### config.mk
export PLATFORM = sky130hd
export DESIGN_NAME = awb_top
export DESIGN_NICKNAME = d
export VERILOG_FILES = /design/src/awb_pkg.sv /design/src/awb_frame_timer.sv /design/src/awb_refresh_fsm.sv /design/src/awb_channel_stats.sv /design/src/awb_gain_calc.sv /design/src/awb_pixel_gain.sv /design/src/awb_top.sv
export VERILOG_INCLUDE_DIRS = /design/src
export SDC_FILE = /design/constraint.sdc
export NUM_CORES = 2
export LEC_CHECK = 0
export ABC_AREA = 1
export BUFFER_PORTS_ARGS = -buffer_cell sky130_fd_sc_hd__buf_2
export CORE_UTILIZATION = 49
export CTS_BUF_LIST = sky130_fd_sc_hd__clkbuf_8
export DETAILED_ROUTE_END_ITERATION = 10
export GPL_ROUTABILITY_DRIVEN = 0
export SLEW_MARGIN = 20
export SYNTH_ARGS = -nofsm -noshare
export SYNTH_HDL_FRONTEND = slang
export SYNTH_HIERARCHICAL = 1
export SYNTH_SLANG_ARGS = --single-unit
### constraint.sdc
create_clock -name clk -period 62.2 [get_ports clk]
set_clock_uncertainty 0.1 [all_clocks]
set_input_delay 9.33 -clock clk [delete_from_list [all_inputs] [get_ports clk]]
set_output_delay 9.33 -clock clk [all_outputs]
set_load 0.02 [all_outputs]
### src/awb_params.svh
`ifndef AWB_PARAMS_SVH
`define AWB_PARAMS_SVH

// Active frame size, 1280x720 works as well
`define AWB_H_ACT 16
`define AWB_V_ACT 8

// Coordinate field widths
`define AWB_X_W ($clog2(`AWB_H_ACT))
`define AWB_Y_W ($clog2(`AWB_V_ACT))

// Holds a full frame of pixels at 255
`define AWB_SUM_W ($clog2(`AWB_H_ACT * `AWB_V_ACT * 255 + 1))

// Unsigned fixed point gain, 256 is unity
`define AWB_GAIN_W 10
`define AWB_GAIN_FRAC 8

// Per pixel mean at or below this counts as dark
`define AWB_DARK_THRESH 4

`endif

### src/awb_pkg.sv
`include "awb_params.svh"

package awb_pkg;

    // One pixel of the stream with its timing flags
    typedef struct packed {
        logic                hsync;
        logic                vsync;
        logic                de;
        logic [7:0]          r;
        logic [7:0]          g;
        logic [7:0]          b;
        logic [`AWB_X_W-1:0] x;
        logic [`AWB_Y_W-1:0] y;
    } awb_pix_t;

    // Frame totals per channel
    typedef struct packed {
        logic [`AWB_SUM_W-1:0] r;
        logic [`AWB_SUM_W-1:0] g;
        logic [`AWB_SUM_W-1:0] b;
    } awb_sums_t;

    // Gains per channel
    typedef struct packed {
        logic [`AWB_GAIN_W-1:0] r;
        logic [`AWB_GAIN_W-1:0] g;
        logic [`AWB_GAIN_W-1:0] b;
    } awb_gains_t;

endpackage : awb_pkg

### src/awb_frame_timer.sv
`timescale 1ns/1ps
`include "awb_params.svh"

module awb_frame_timer
    import awb_pkg::*;
(
    input  logic                  clk,
    input  logic                  rstn,
    input  awb_pix_t              i_pix,
    output logic                  o_frame_start,
    output logic                  o_frame_end,
    output logic [`AWB_SUM_W-1:0] o_pix_count
);

    logic                  vsync_d;
    logic [`AWB_SUM_W-1:0] pix_cnt;

    always_ff @(posedge clk or negedge rstn) begin
        if (!rstn) begin
            vsync_d <= 1'b0;
        end else begin
            vsync_d <= i_pix.vsync;
        end
    end

    // Vsync rise opens the frame gap, vsync fall closes it
    assign o_frame_start = i_pix.vsync & ~vsync_d;
    assign o_frame_end   = ~i_pix.vsync & vsync_d;

    // Count of de pixels between two vsync falls
    always_ff @(posedge clk or negedge rstn) begin
        if (!rstn) begin
            pix_cnt     <= '0;
            o_pix_count <= '0;
        end else if (o_frame_end) begin
            pix_cnt     <= '0;
            o_pix_count <= pix_cnt;
        end else if (i_pix.de) begin
            pix_cnt <= pix_cnt + 1'b1;
        end
    end

    // Active pixels stay clear of the vsync edges
    a_no_de_on_edge: assert property (
        @(posedge clk) disable iff (!rstn)
        (o_frame_start || o_frame_end) |-> !i_pix.de
    );

endmodule : awb_frame_timer

### src/awb_refresh_fsm.sv
`timescale 1ns/1ps
`include "awb_params.svh"

module awb_refresh_fsm
    import awb_pkg::*;
(
    input  logic                  clk,
    input  logic                  rstn,
    input  logic                  i_update,
    input  logic                  i_frame_end,
    input  awb_sums_t             i_sums,
    input  logic [`AWB_SUM_W-1:0] i_pix_count,
    output logic                  o_refresh
);

    typedef enum logic {
        CAPTURE,
        HOLD
    } state_t;

    state_t                state;
    logic                  pending;
    logic [`AWB_SUM_W+2:0] dark_lim;
    logic                  frame_dark;

    // Dark when every channel mean is at the threshold or below
    assign dark_lim   = i_pix_count * `AWB_DARK_THRESH;
    assign frame_dark = (i_sums.r <= dark_lim) &&
                        (i_sums.g <= dark_lim) &&
                        (i_sums.b <= dark_lim);

    always_ff @(posedge clk or negedge rstn) begin
        if (!rstn) begin
            pending <= 1'b0;
        end else if (i_frame_end) begin
            pending <= 1'b0;
        end else if (i_update) begin
            pending <= 1'b1;
        end
    end

    // Decision taken once per frame, at the vsync fall
    always_ff @(posedge clk or negedge rstn) begin
        if (!rstn) begin
            state <= CAPTURE;
        end else if (i_frame_end) begin
            if (pending || i_update || frame_dark) begin
                state <= CAPTURE;
            end else begin
                state <= HOLD;
            end
        end
    end

    assign o_refresh = (state == CAPTURE);

    // Update request is a single cycle pulse
    a_update_pulse: assert property (
        @(posedge clk) disable iff (!rstn)
        i_update |=> !i_update
    );

endmodule : awb_refresh_fsm

### src/awb_channel_stats.sv
`timescale 1ns/1ps
`include "awb_params.svh"

module awb_channel_stats
    import awb_pkg::*;
(
    input  logic      clk,
    input  logic      rstn,
    input  awb_pix_t  i_pix,
    input  logic      i_frame_start,
    input  logic      i_refresh,
    output awb_sums_t o_sums,
    output logic      o_sums_valid
);

    awb_sums_t           run;
    logic [`AWB_SUM_W:0] nxt_r;
    logic [`AWB_SUM_W:0] nxt_g;
    logic [`AWB_SUM_W:0] nxt_b;

    // One extra bit to catch a carry out
    assign nxt_r = run.r + i_pix.r;
    assign nxt_g = run.g + i_pix.g;
    assign nxt_b = run.b + i_pix.b;

    always_ff @(posedge clk or negedge rstn) begin
        if (!rstn) begin
            run          <= '0;
            o_sums       <= '0;
            o_sums_valid <= 1'b0;
        end else begin
            o_sums_valid <= 1'b0;
            if (i_refresh) begin
                if (i_frame_start) begin
                    // Hand over the finished frame and start again
                    o_sums       <= run;
                    o_sums_valid <= 1'b1;
                    run          <= '0;
                end else if (i_pix.de) begin
                    run.r <= nxt_r[`AWB_SUM_W-1:0];
                    run.g <= nxt_g[`AWB_SUM_W-1:0];
                    run.b <= nxt_b[`AWB_SUM_W-1:0];
                end
            end
        end
    end

    // Needs a vsync within every frame's worth of pixels
    a_sum_no_wrap: assert property (
        @(posedge clk) disable iff (!rstn)
        (i_refresh && !i_frame_start && i_pix.de) |->
            !(nxt_r[`AWB_SUM_W] || nxt_g[`AWB_SUM_W] || nxt_b[`AWB_SUM_W])
    );

endmodule : awb_channel_stats

### src/awb_gain_calc.sv
`timescale 1ns/1ps
`include "awb_params.svh"

module awb_gain_calc
    import awb_pkg::*;
(
    input  logic       clk,
    input  logic       rstn,
    input  awb_sums_t  i_sums,
    input  logic       i_sums_valid,
    output awb_gains_t o_gains
);

    localparam logic [`AWB_GAIN_W-1:0] GAIN_UNITY = 1 << `AWB_GAIN_FRAC;
    localparam logic [`AWB_GAIN_W-1:0] GAIN_MAX   = '1;

    logic [`AWB_SUM_W+1:0] total;
    logic [`AWB_SUM_W+1:0] third;
    logic [`AWB_SUM_W-1:0] mean;
    logic                  mean_valid;

    // mean * 256 / sum, clipped to the gain range
    function automatic logic [`AWB_GAIN_W-1:0] chan_gain(
        input logic [`AWB_SUM_W-1:0] avg,
        input logic [`AWB_SUM_W-1:0] sum
    );
        logic [`AWB_SUM_W+`AWB_GAIN_FRAC-1:0] quot;
        if (sum == '0) begin
            return GAIN_UNITY;
        end
        quot = {avg, {`AWB_GAIN_FRAC{1'b0}}} / sum;
        if (quot > GAIN_MAX) begin
            return GAIN_MAX;
        end
        return quot[`AWB_GAIN_W-1:0];
    endfunction

    assign total = i_sums.r + i_sums.g + i_sums.b;
    assign third = total / 3;

    // Stage one, mean of the three channels
    always_ff @(posedge clk) begin
        if (i_sums_valid) begin
            mean <= third[`AWB_SUM_W-1:0];
        end
    end

    // Stage two, per channel quotient
    always_ff @(posedge clk or negedge rstn) begin
        if (!rstn) begin
            mean_valid <= 1'b0;
            o_gains.r  <= GAIN_UNITY;
            o_gains.g  <= GAIN_UNITY;
            o_gains.b  <= GAIN_UNITY;
        end else begin
            mean_valid <= i_sums_valid;
            if (mean_valid) begin
                o_gains.r <= chan_gain(mean, i_sums.r);
                o_gains.g <= chan_gain(mean, i_sums.g);
                o_gains.b <= chan_gain(mean, i_sums.b);
            end
        end
    end

endmodule : awb_gain_calc

### src/awb_pixel_gain.sv
`timescale 1ns/1ps
`include "awb_params.svh"

module awb_pixel_gain
    import awb_pkg::*;
(
    input  logic       clk,
    input  logic       rstn,
    input  awb_pix_t   i_pix,
    input  awb_gains_t i_gains,
    input  logic       i_en,
    output awb_pix_t   o_pix
);

    localparam int PROD_W = 8 + `AWB_GAIN_W;

    awb_pix_t          pix_d;
    logic [PROD_W-1:0] prod_r;
    logic [PROD_W-1:0] prod_g;
    logic [PROD_W-1:0] prod_b;

    // Drop the fraction bits and clamp to 8 bits
    function automatic logic [7:0] sat8(input logic [PROD_W-1:0] prod);
        logic [PROD_W-`AWB_GAIN_FRAC-1:0] scaled;
        scaled = prod[PROD_W-1:`AWB_GAIN_FRAC];
        if (scaled > 8'd255) begin
            return 8'hff;
        end
        return scaled[7:0];
    endfunction

    // Stage one, products
    always_ff @(posedge clk) begin
        prod_r <= i_pix.r * i_gains.r;
        prod_g <= i_pix.g * i_gains.g;
        prod_b <= i_pix.b * i_gains.b;
    end

    always_ff @(posedge clk or negedge rstn) begin
        if (!rstn) begin
            pix_d <= '0;
        end else begin
            pix_d <= i_pix;
        end
    end

    // Stage two, saturate, or pass the delayed original through
    always_ff @(posedge clk or negedge rstn) begin
        if (!rstn) begin
            o_pix <= '0;
        end else begin
            o_pix <= pix_d;
            if (i_en) begin
                o_pix.r <= sat8(prod_r);
                o_pix.g <= sat8(prod_g);
                o_pix.b <= sat8(prod_b);
            end
        end
    end

endmodule : awb_pixel_gain

### src/awb_top.sv
`timescale 1ns/1ps
`include "awb_params.svh"

module awb_top
    import awb_pkg::*;
(
    input  logic     clk,
    input  logic     rstn,
    input  awb_pix_t i_pix,
    input  logic     i_en,
    input  logic     i_update,
    output awb_pix_t o_pix
);

    logic                  frame_start;
    logic                  frame_end;
    logic [`AWB_SUM_W-1:0] pix_count;
    logic                  refresh;
    awb_sums_t             sums;
    logic                  sums_valid;
    awb_gains_t            gains;

    awb_frame_timer timer_inst (
        .clk          (clk        ),
        .rstn         (rstn       ),
        .i_pix        (i_pix      ),
        .o_frame_start(frame_start),
        .o_frame_end  (frame_end  ),
        .o_pix_count  (pix_count  )
    );

    awb_refresh_fsm refresh_inst (
        .clk        (clk      ),
        .rstn       (rstn     ),
        .i_update   (i_update ),
        .i_frame_end(frame_end),
        .i_sums     (sums     ),
        .i_pix_count(pix_count),
        .o_refresh  (refresh  )
    );

    awb_channel_stats stats_inst (
        .clk          (clk        ),
        .rstn         (rstn       ),
        .i_pix        (i_pix      ),
        .i_frame_start(frame_start),
        .i_refresh    (refresh    ),
        .o_sums       (sums       ),
        .o_sums_valid (sums_valid )
    );

    awb_gain_calc gain_inst (
        .clk         (clk       ),
        .rstn        (rstn      ),
        .i_sums      (sums      ),
        .i_sums_valid(sums_valid),
        .o_gains     (gains     )
    );

    awb_pixel_gain pixel_inst (
        .clk    (clk  ),
        .rstn   (rstn ),
        .i_pix  (i_pix),
        .i_gains(gains),
        .i_en   (i_en ),
        .o_pix  (o_pix)
    );

endmodule : awb_top

# --- After elaboration in Yosys (flattened, before gate mapping) ---
# Cells that the tools add are included.
classes:
  addsub: 6
  multipliers: 3
  div: 4
  n_lt_le_gt_ge: 9
  mux: 49
  n_bitwise: 5
  n_reduce_logical: 12
ops:
  columns: ["cell", "count"]
  rows:
  - ["$mux 10", 12]
  - ["$mux 45", 2]
  - ["$div 23x15->23", 3]
  - ["$gt 23x10->1 const B", 3]
  - ["$mul 8x10->18", 3]
  - ["$le 15x17->1", 3]
  - ["$mux 8", 6]
  - ["$add 15x8->15", 3]
  - ["$logic_not 15->1", 3]
  - ["$div 17x2->32 const B", 1]
  - ["$gt 10x8->1 const B", 3]
  - ["$mux 15", 2]
  - ["$mux 1", 26]
  - ["$mux 24", 1]
  - ["$add 17x15->17", 1]
  - ["$add 15x15->16", 1]
  - ["$add 15x1->15 const B", 1]
  - ["$reduce_bool 2->1", 3]
  - ["$reduce_and 2->1", 2]
  - ["$not 1->1", 3]
  - ["$and 1x1->1", 2]
  - ["$logic_and 1x1->1", 2]
  - ["$logic_or 1x1->1", 2]
totals:
  reg_bits: 291
  wordCells: 123

# --- Longest topological paths before layout ---
depth:
  word_depth: 7
  ltp_mapped: 377

# --- Modules after synthesis ---
# The synthesis kept the hierarchy.
by_module_without_submodules:
  columns: ["mod", "n_inst", "cells_each", "area_each_um2", "seq_area_each_um2"]
  rows:
  - ["awb_gain_calc", 1, 6943, 42360.6, 1229.9]
  - ["awb_pixel_gain", 1, 1477, 11081.9, 2302.2]
  - ["awb_channel_stats", 1, 673, 5022.3, 2277.2]
  - ["awb_frame_timer", 1, 169, 1407.6, 775.7]
  - ["awb_refresh_fsm", 1, 187, 1178.6, 50.0]

# --- Least setup slack after synthesis ---
# No wires, ideal clock.
synth_path:
  kind: "register to register"
  start: "register stats_inst/o_sums[30] (netlist bit)"
  end: "register gain_inst/o_gains[20] (netlist bit)"
  setup_ps: 117
  t_arrival_ps: 42796
  required_ps: 61983
  slack_ps: 19187
  path_stages_with_launch: 362
  n_path_buf: 24
  path_cell_list: "dfrtp_1 clkbuf_1 inv_2 ha_1 nor2_1 nor2_1 nand3_1 nand2_1 nand2_1 ha_1 o21ai_0 a21oi_1 nand2_1 o21ai_1 inv_1 ha_1 o21ai_0 nand2_1 (+326 left out) nor2_4 nand3_4 buf_8 inv_2 nand2_1 o21ai_0 ha_1 nand2_1 inv_1 a221oi_1 nand3_1 a21oi_1 o21a_1 nand4_1 nor2_1 nand3_1 nand2_1 nand2_1"
synth_between:
  elab_chain_len: 7
  word_cells_on_any_way: 11
  classes_between: "div (1); order compare (1); mux (8); reduce/logical (1)"
synth_lines:
  columns: ["item", "line", "text"]
  rows:
  - ["from (decl)", "awb_channel_stats.sv:12", "output awb_sums_t o_sums,"]
  - ["from (signal assigned)", "awb_channel_stats.sv:36", "o_sums <= run;"]
  - ["$div 23x15->23", "awb_gain_calc.sv:31", "quot = {avg, {`AWB_GAIN_FRAC{1'b0}}} / sum;"]
  - ["$gt 23x10->1", "awb_gain_calc.sv:32", "if (quot > GAIN_MAX) begin"]
  - ["$mux 1", "awb_gain_calc.sv:32", null]
  - ["$mux 1", "awb_gain_calc.sv:31", null]
  - ["$mux 1", "awb_gain_calc.sv:57", "if (mean_valid) begin"]
  - ["$mux 10", "awb_gain_calc.sv:35", "return quot[`AWB_GAIN_W-1:0];"]
  - ["$mux 10 *", "awb_gain_calc.sv:31", null]
  - ["to (decl)", "awb_gain_calc.sv:11", "output awb_gains_t o_gains"]
# Every way passes the cells marked *; elsewhere a longest branch is shown, timed or not. The select of a mux whose other input is x is not followed.
# A chain may end at the register's enable or synchronous reset.

# --- Final worst setup path ---
layout_path:
  start: "register stats_inst/o_sums[42] (netlist bit)"
  end: "register gain_inst/o_gains[20] (netlist bit)"
# The elaborated chain is that of the path after synthesis.

==> flow_summary.toml <==
[cts]
clockBufferDepth = 3
cts_resized = 0
clock-root-buffer = "clkbuf_8"
cts.clk_slew.worst_paths_ns = 0.07
hold_buffers = 0
cts_tree = "done"
clk-insertion-delay-late_ns = 0.69
clkSinkCount = 268
post_cts_buffers = 0
h-tree-depth = 2
numCtsBuffers = 50

[setup_path]
crit_top_cell = "nand2_1"
cp.arrival_ns = 51.51
critPathKind = "flop to flop"
crit_slowest_cell = "inv_1"
startpoint_type = "flop"
worstSetupEndpointType = "flop"
slowest_delay_ns = 0.52
crit_required_ns = 62.68
r2r_setup_slack_ns = 11.17
crit_fanout = 25

[cells_and_area]
stdcell_area_sq_um = 63900
nets = 10506
syn_to_final_growth_pct = 4.70
multiInputGateArea_sq_um = 47500
fin_cells = 11100
drive_gt1_frac = 0.0847
seq_area_sq_um = 6640
nFillCells = 12801

[sta]
min_period_ns = 51.03
slew_headroom = 0.284
hold_violations = 0
clock.fmax_ghz = 0.0196
tns_ns = 0
rsz0062_at_grt = "false"
setup_viol = 0
fin_ws_ns = 11.17
tightest_slew_ns = 1.06
fin_crit_sh = 0.820
finalMaxSlewViolations = 0

[routing]
antenna_left = 0
wl_per_cell_microns = 16.2
wl_met3_microns = 9520
dr.pass1.iters = 6
drtIter0Drc = 3747
top_layer = "met4"
drc = 0
drt-total-wl_microns = 180000
viasPerCell = 5.36
vias = 59479
dr_wl_met2_microns = 79100
m1WireLength_microns = 86500

[yosys]
synth_cell_types = 89
ys_ff_latch = 268
synth_warnings = 6
synthTopCellsByCount = "2,498 x nand2_1, 1,456 x inv_1, 886 x ha_1"
syn_inst = 9449
synth.most_common_cell = "nand2_1"
syn_nets = 10536
synth-seq-area-share = 0.109
netlist_area_sq_um = 61100
avgSynthCellArea_sq_um = 6.46
synthTopCellsByArea = "ha_1 18%, nand2_1 15%, dfrtp_1 9.0%, inv_1 9.0%, fa_1 5.3%"
synth_top_area_share = 0.182
yosysTopAreaCell = "ha_1"
ys.flop_type = "dfrtp_1"
async_reset_ff_frac = 0.832
synth_edf_count = 15

[placement]
dpl.hpwl_microns = 142000
portBuffers = 71
postPlaceCellArea_sq_um = 62800
pre_cts_ws_ns = 11.91
placed_cells = 11004

[die]
core-area_sq_um = 124000
dieArea_sq_um = 126000
die_w_microns = 355
die_h_microns = 355
start_util = 0.494
std_cell_rows = 129
num_io_pins = 72

[global_route]
grt_max_degree = 95
grt_first_pass_wirelength_microns = 291000
grt_pass1_vias = 56103
grt_util_all_layers = 0.281
antenna_found_initial = 2
grt-ovfl-total = 0

[status]
status = "complete, no violations"

[flow_run]
cap_violations = 0

[hold_path]
hp-class = "flop to flop"
## placed cells by master (no fill, tap or decap), types with 92 or more instances in the layout
master   synthesis  final
nand4_1         97     97
fa_1           163    163
nor3_1          92     92
a21oi_1        520    520
nor2_1         501    501
xnor2_1        252    252
o21ai_0        605    600
nand2_1       2498   2498
nand2_2        161    161
nand3_1        559    559
ha_1           886    886
dfrtp_1        220    220
xor2_1         261    261
inv_1         1456   1468
## per-layer routing
layer	track usage	up-vias
met5	0	-
met4	0.0716	0
met3	0.0305	263
met2	0.459	1264
met1	0.394	27299
li1	-	30653
## kinds of logic (layout without fill, tap and decap cells)
group | after synthesis | after routing | synth area share
simple gates | 4289 | 4289 | 0.321
buf+inv | 1743 | 1754 | 0.113
compound gates | 1586 | 1586 | 0.149
fa+ha+maj | 1049 | 1049 | 0.235
xor+xnor | 514 | 514 | 0.0739
flops | 268 | 268 | 0.109
other cells | 0 | 3 | 0
## layout make-up
class                   count  area share
clock buffers              61      0.0131
diodes                      3    0.000117
flip-flops and latches    268       0.104
well taps                1637      0.0320
clock inverters            32     0.00446
multi-input cells        7438       0.744
inverters                1534      0.0905
repair buffers            127      0.0123
## sequential cells by signal (all words and copies together), names as in the netlist, 15 cells and up
name / flops
stats_inst/run: 45
timer_inst/o_pix_count: 15
gain_inst/mean: 15
pixel_inst/pix_d: 34
pixel_inst/o_pix: 34
stats_inst/o_sums: 45
timer_inst/pix_cnt: 15
gain_inst/o_gains: 30
## worst max-delay path: cells and delay by family, from the launching register on
kind	cells	cell delay, ns
AO/OA/AOI/OAI	96	18.80
adder cells (fa/ha/maj)	22	7.34
buffers and inverters	31	6.33
flip-flops	1	0.48
AND/OR/NAND/NOR	176	17.83
## stage by stage
stage	hold WS [ns]	utilization
floorplan	0.231	-
global placement	0.232	0.508
detailed placement	0.236	0.508
CTS	0.247	0.517
global route	0.249	0.517
finish	0.244	0.517
## worst paths after layout
path,cells past startpoint,endpoint,startpoint
worst max-delay path,325,gain_inst/o_gains[20],stats_inst/o_sums[42]
worst min-delay path,0,pixel_inst/o_pix[5],pixel_inst/pix_d[5]
worst max register to register,325,gain_inst/o_gains[20],stats_inst/o_sums[42]
worst min register to register,0,pixel_inst/o_pix[5],pixel_inst/pix_d[5]
max in group asynchronous,2,stats_inst/run[25],rstn
min in group asynchronous,1,pixel_inst/pix_d[22],rstn
Power is left out: the tool's default activity adds up to more than one toggle a clock period on the data nets, which glitch-free logic cannot reach.
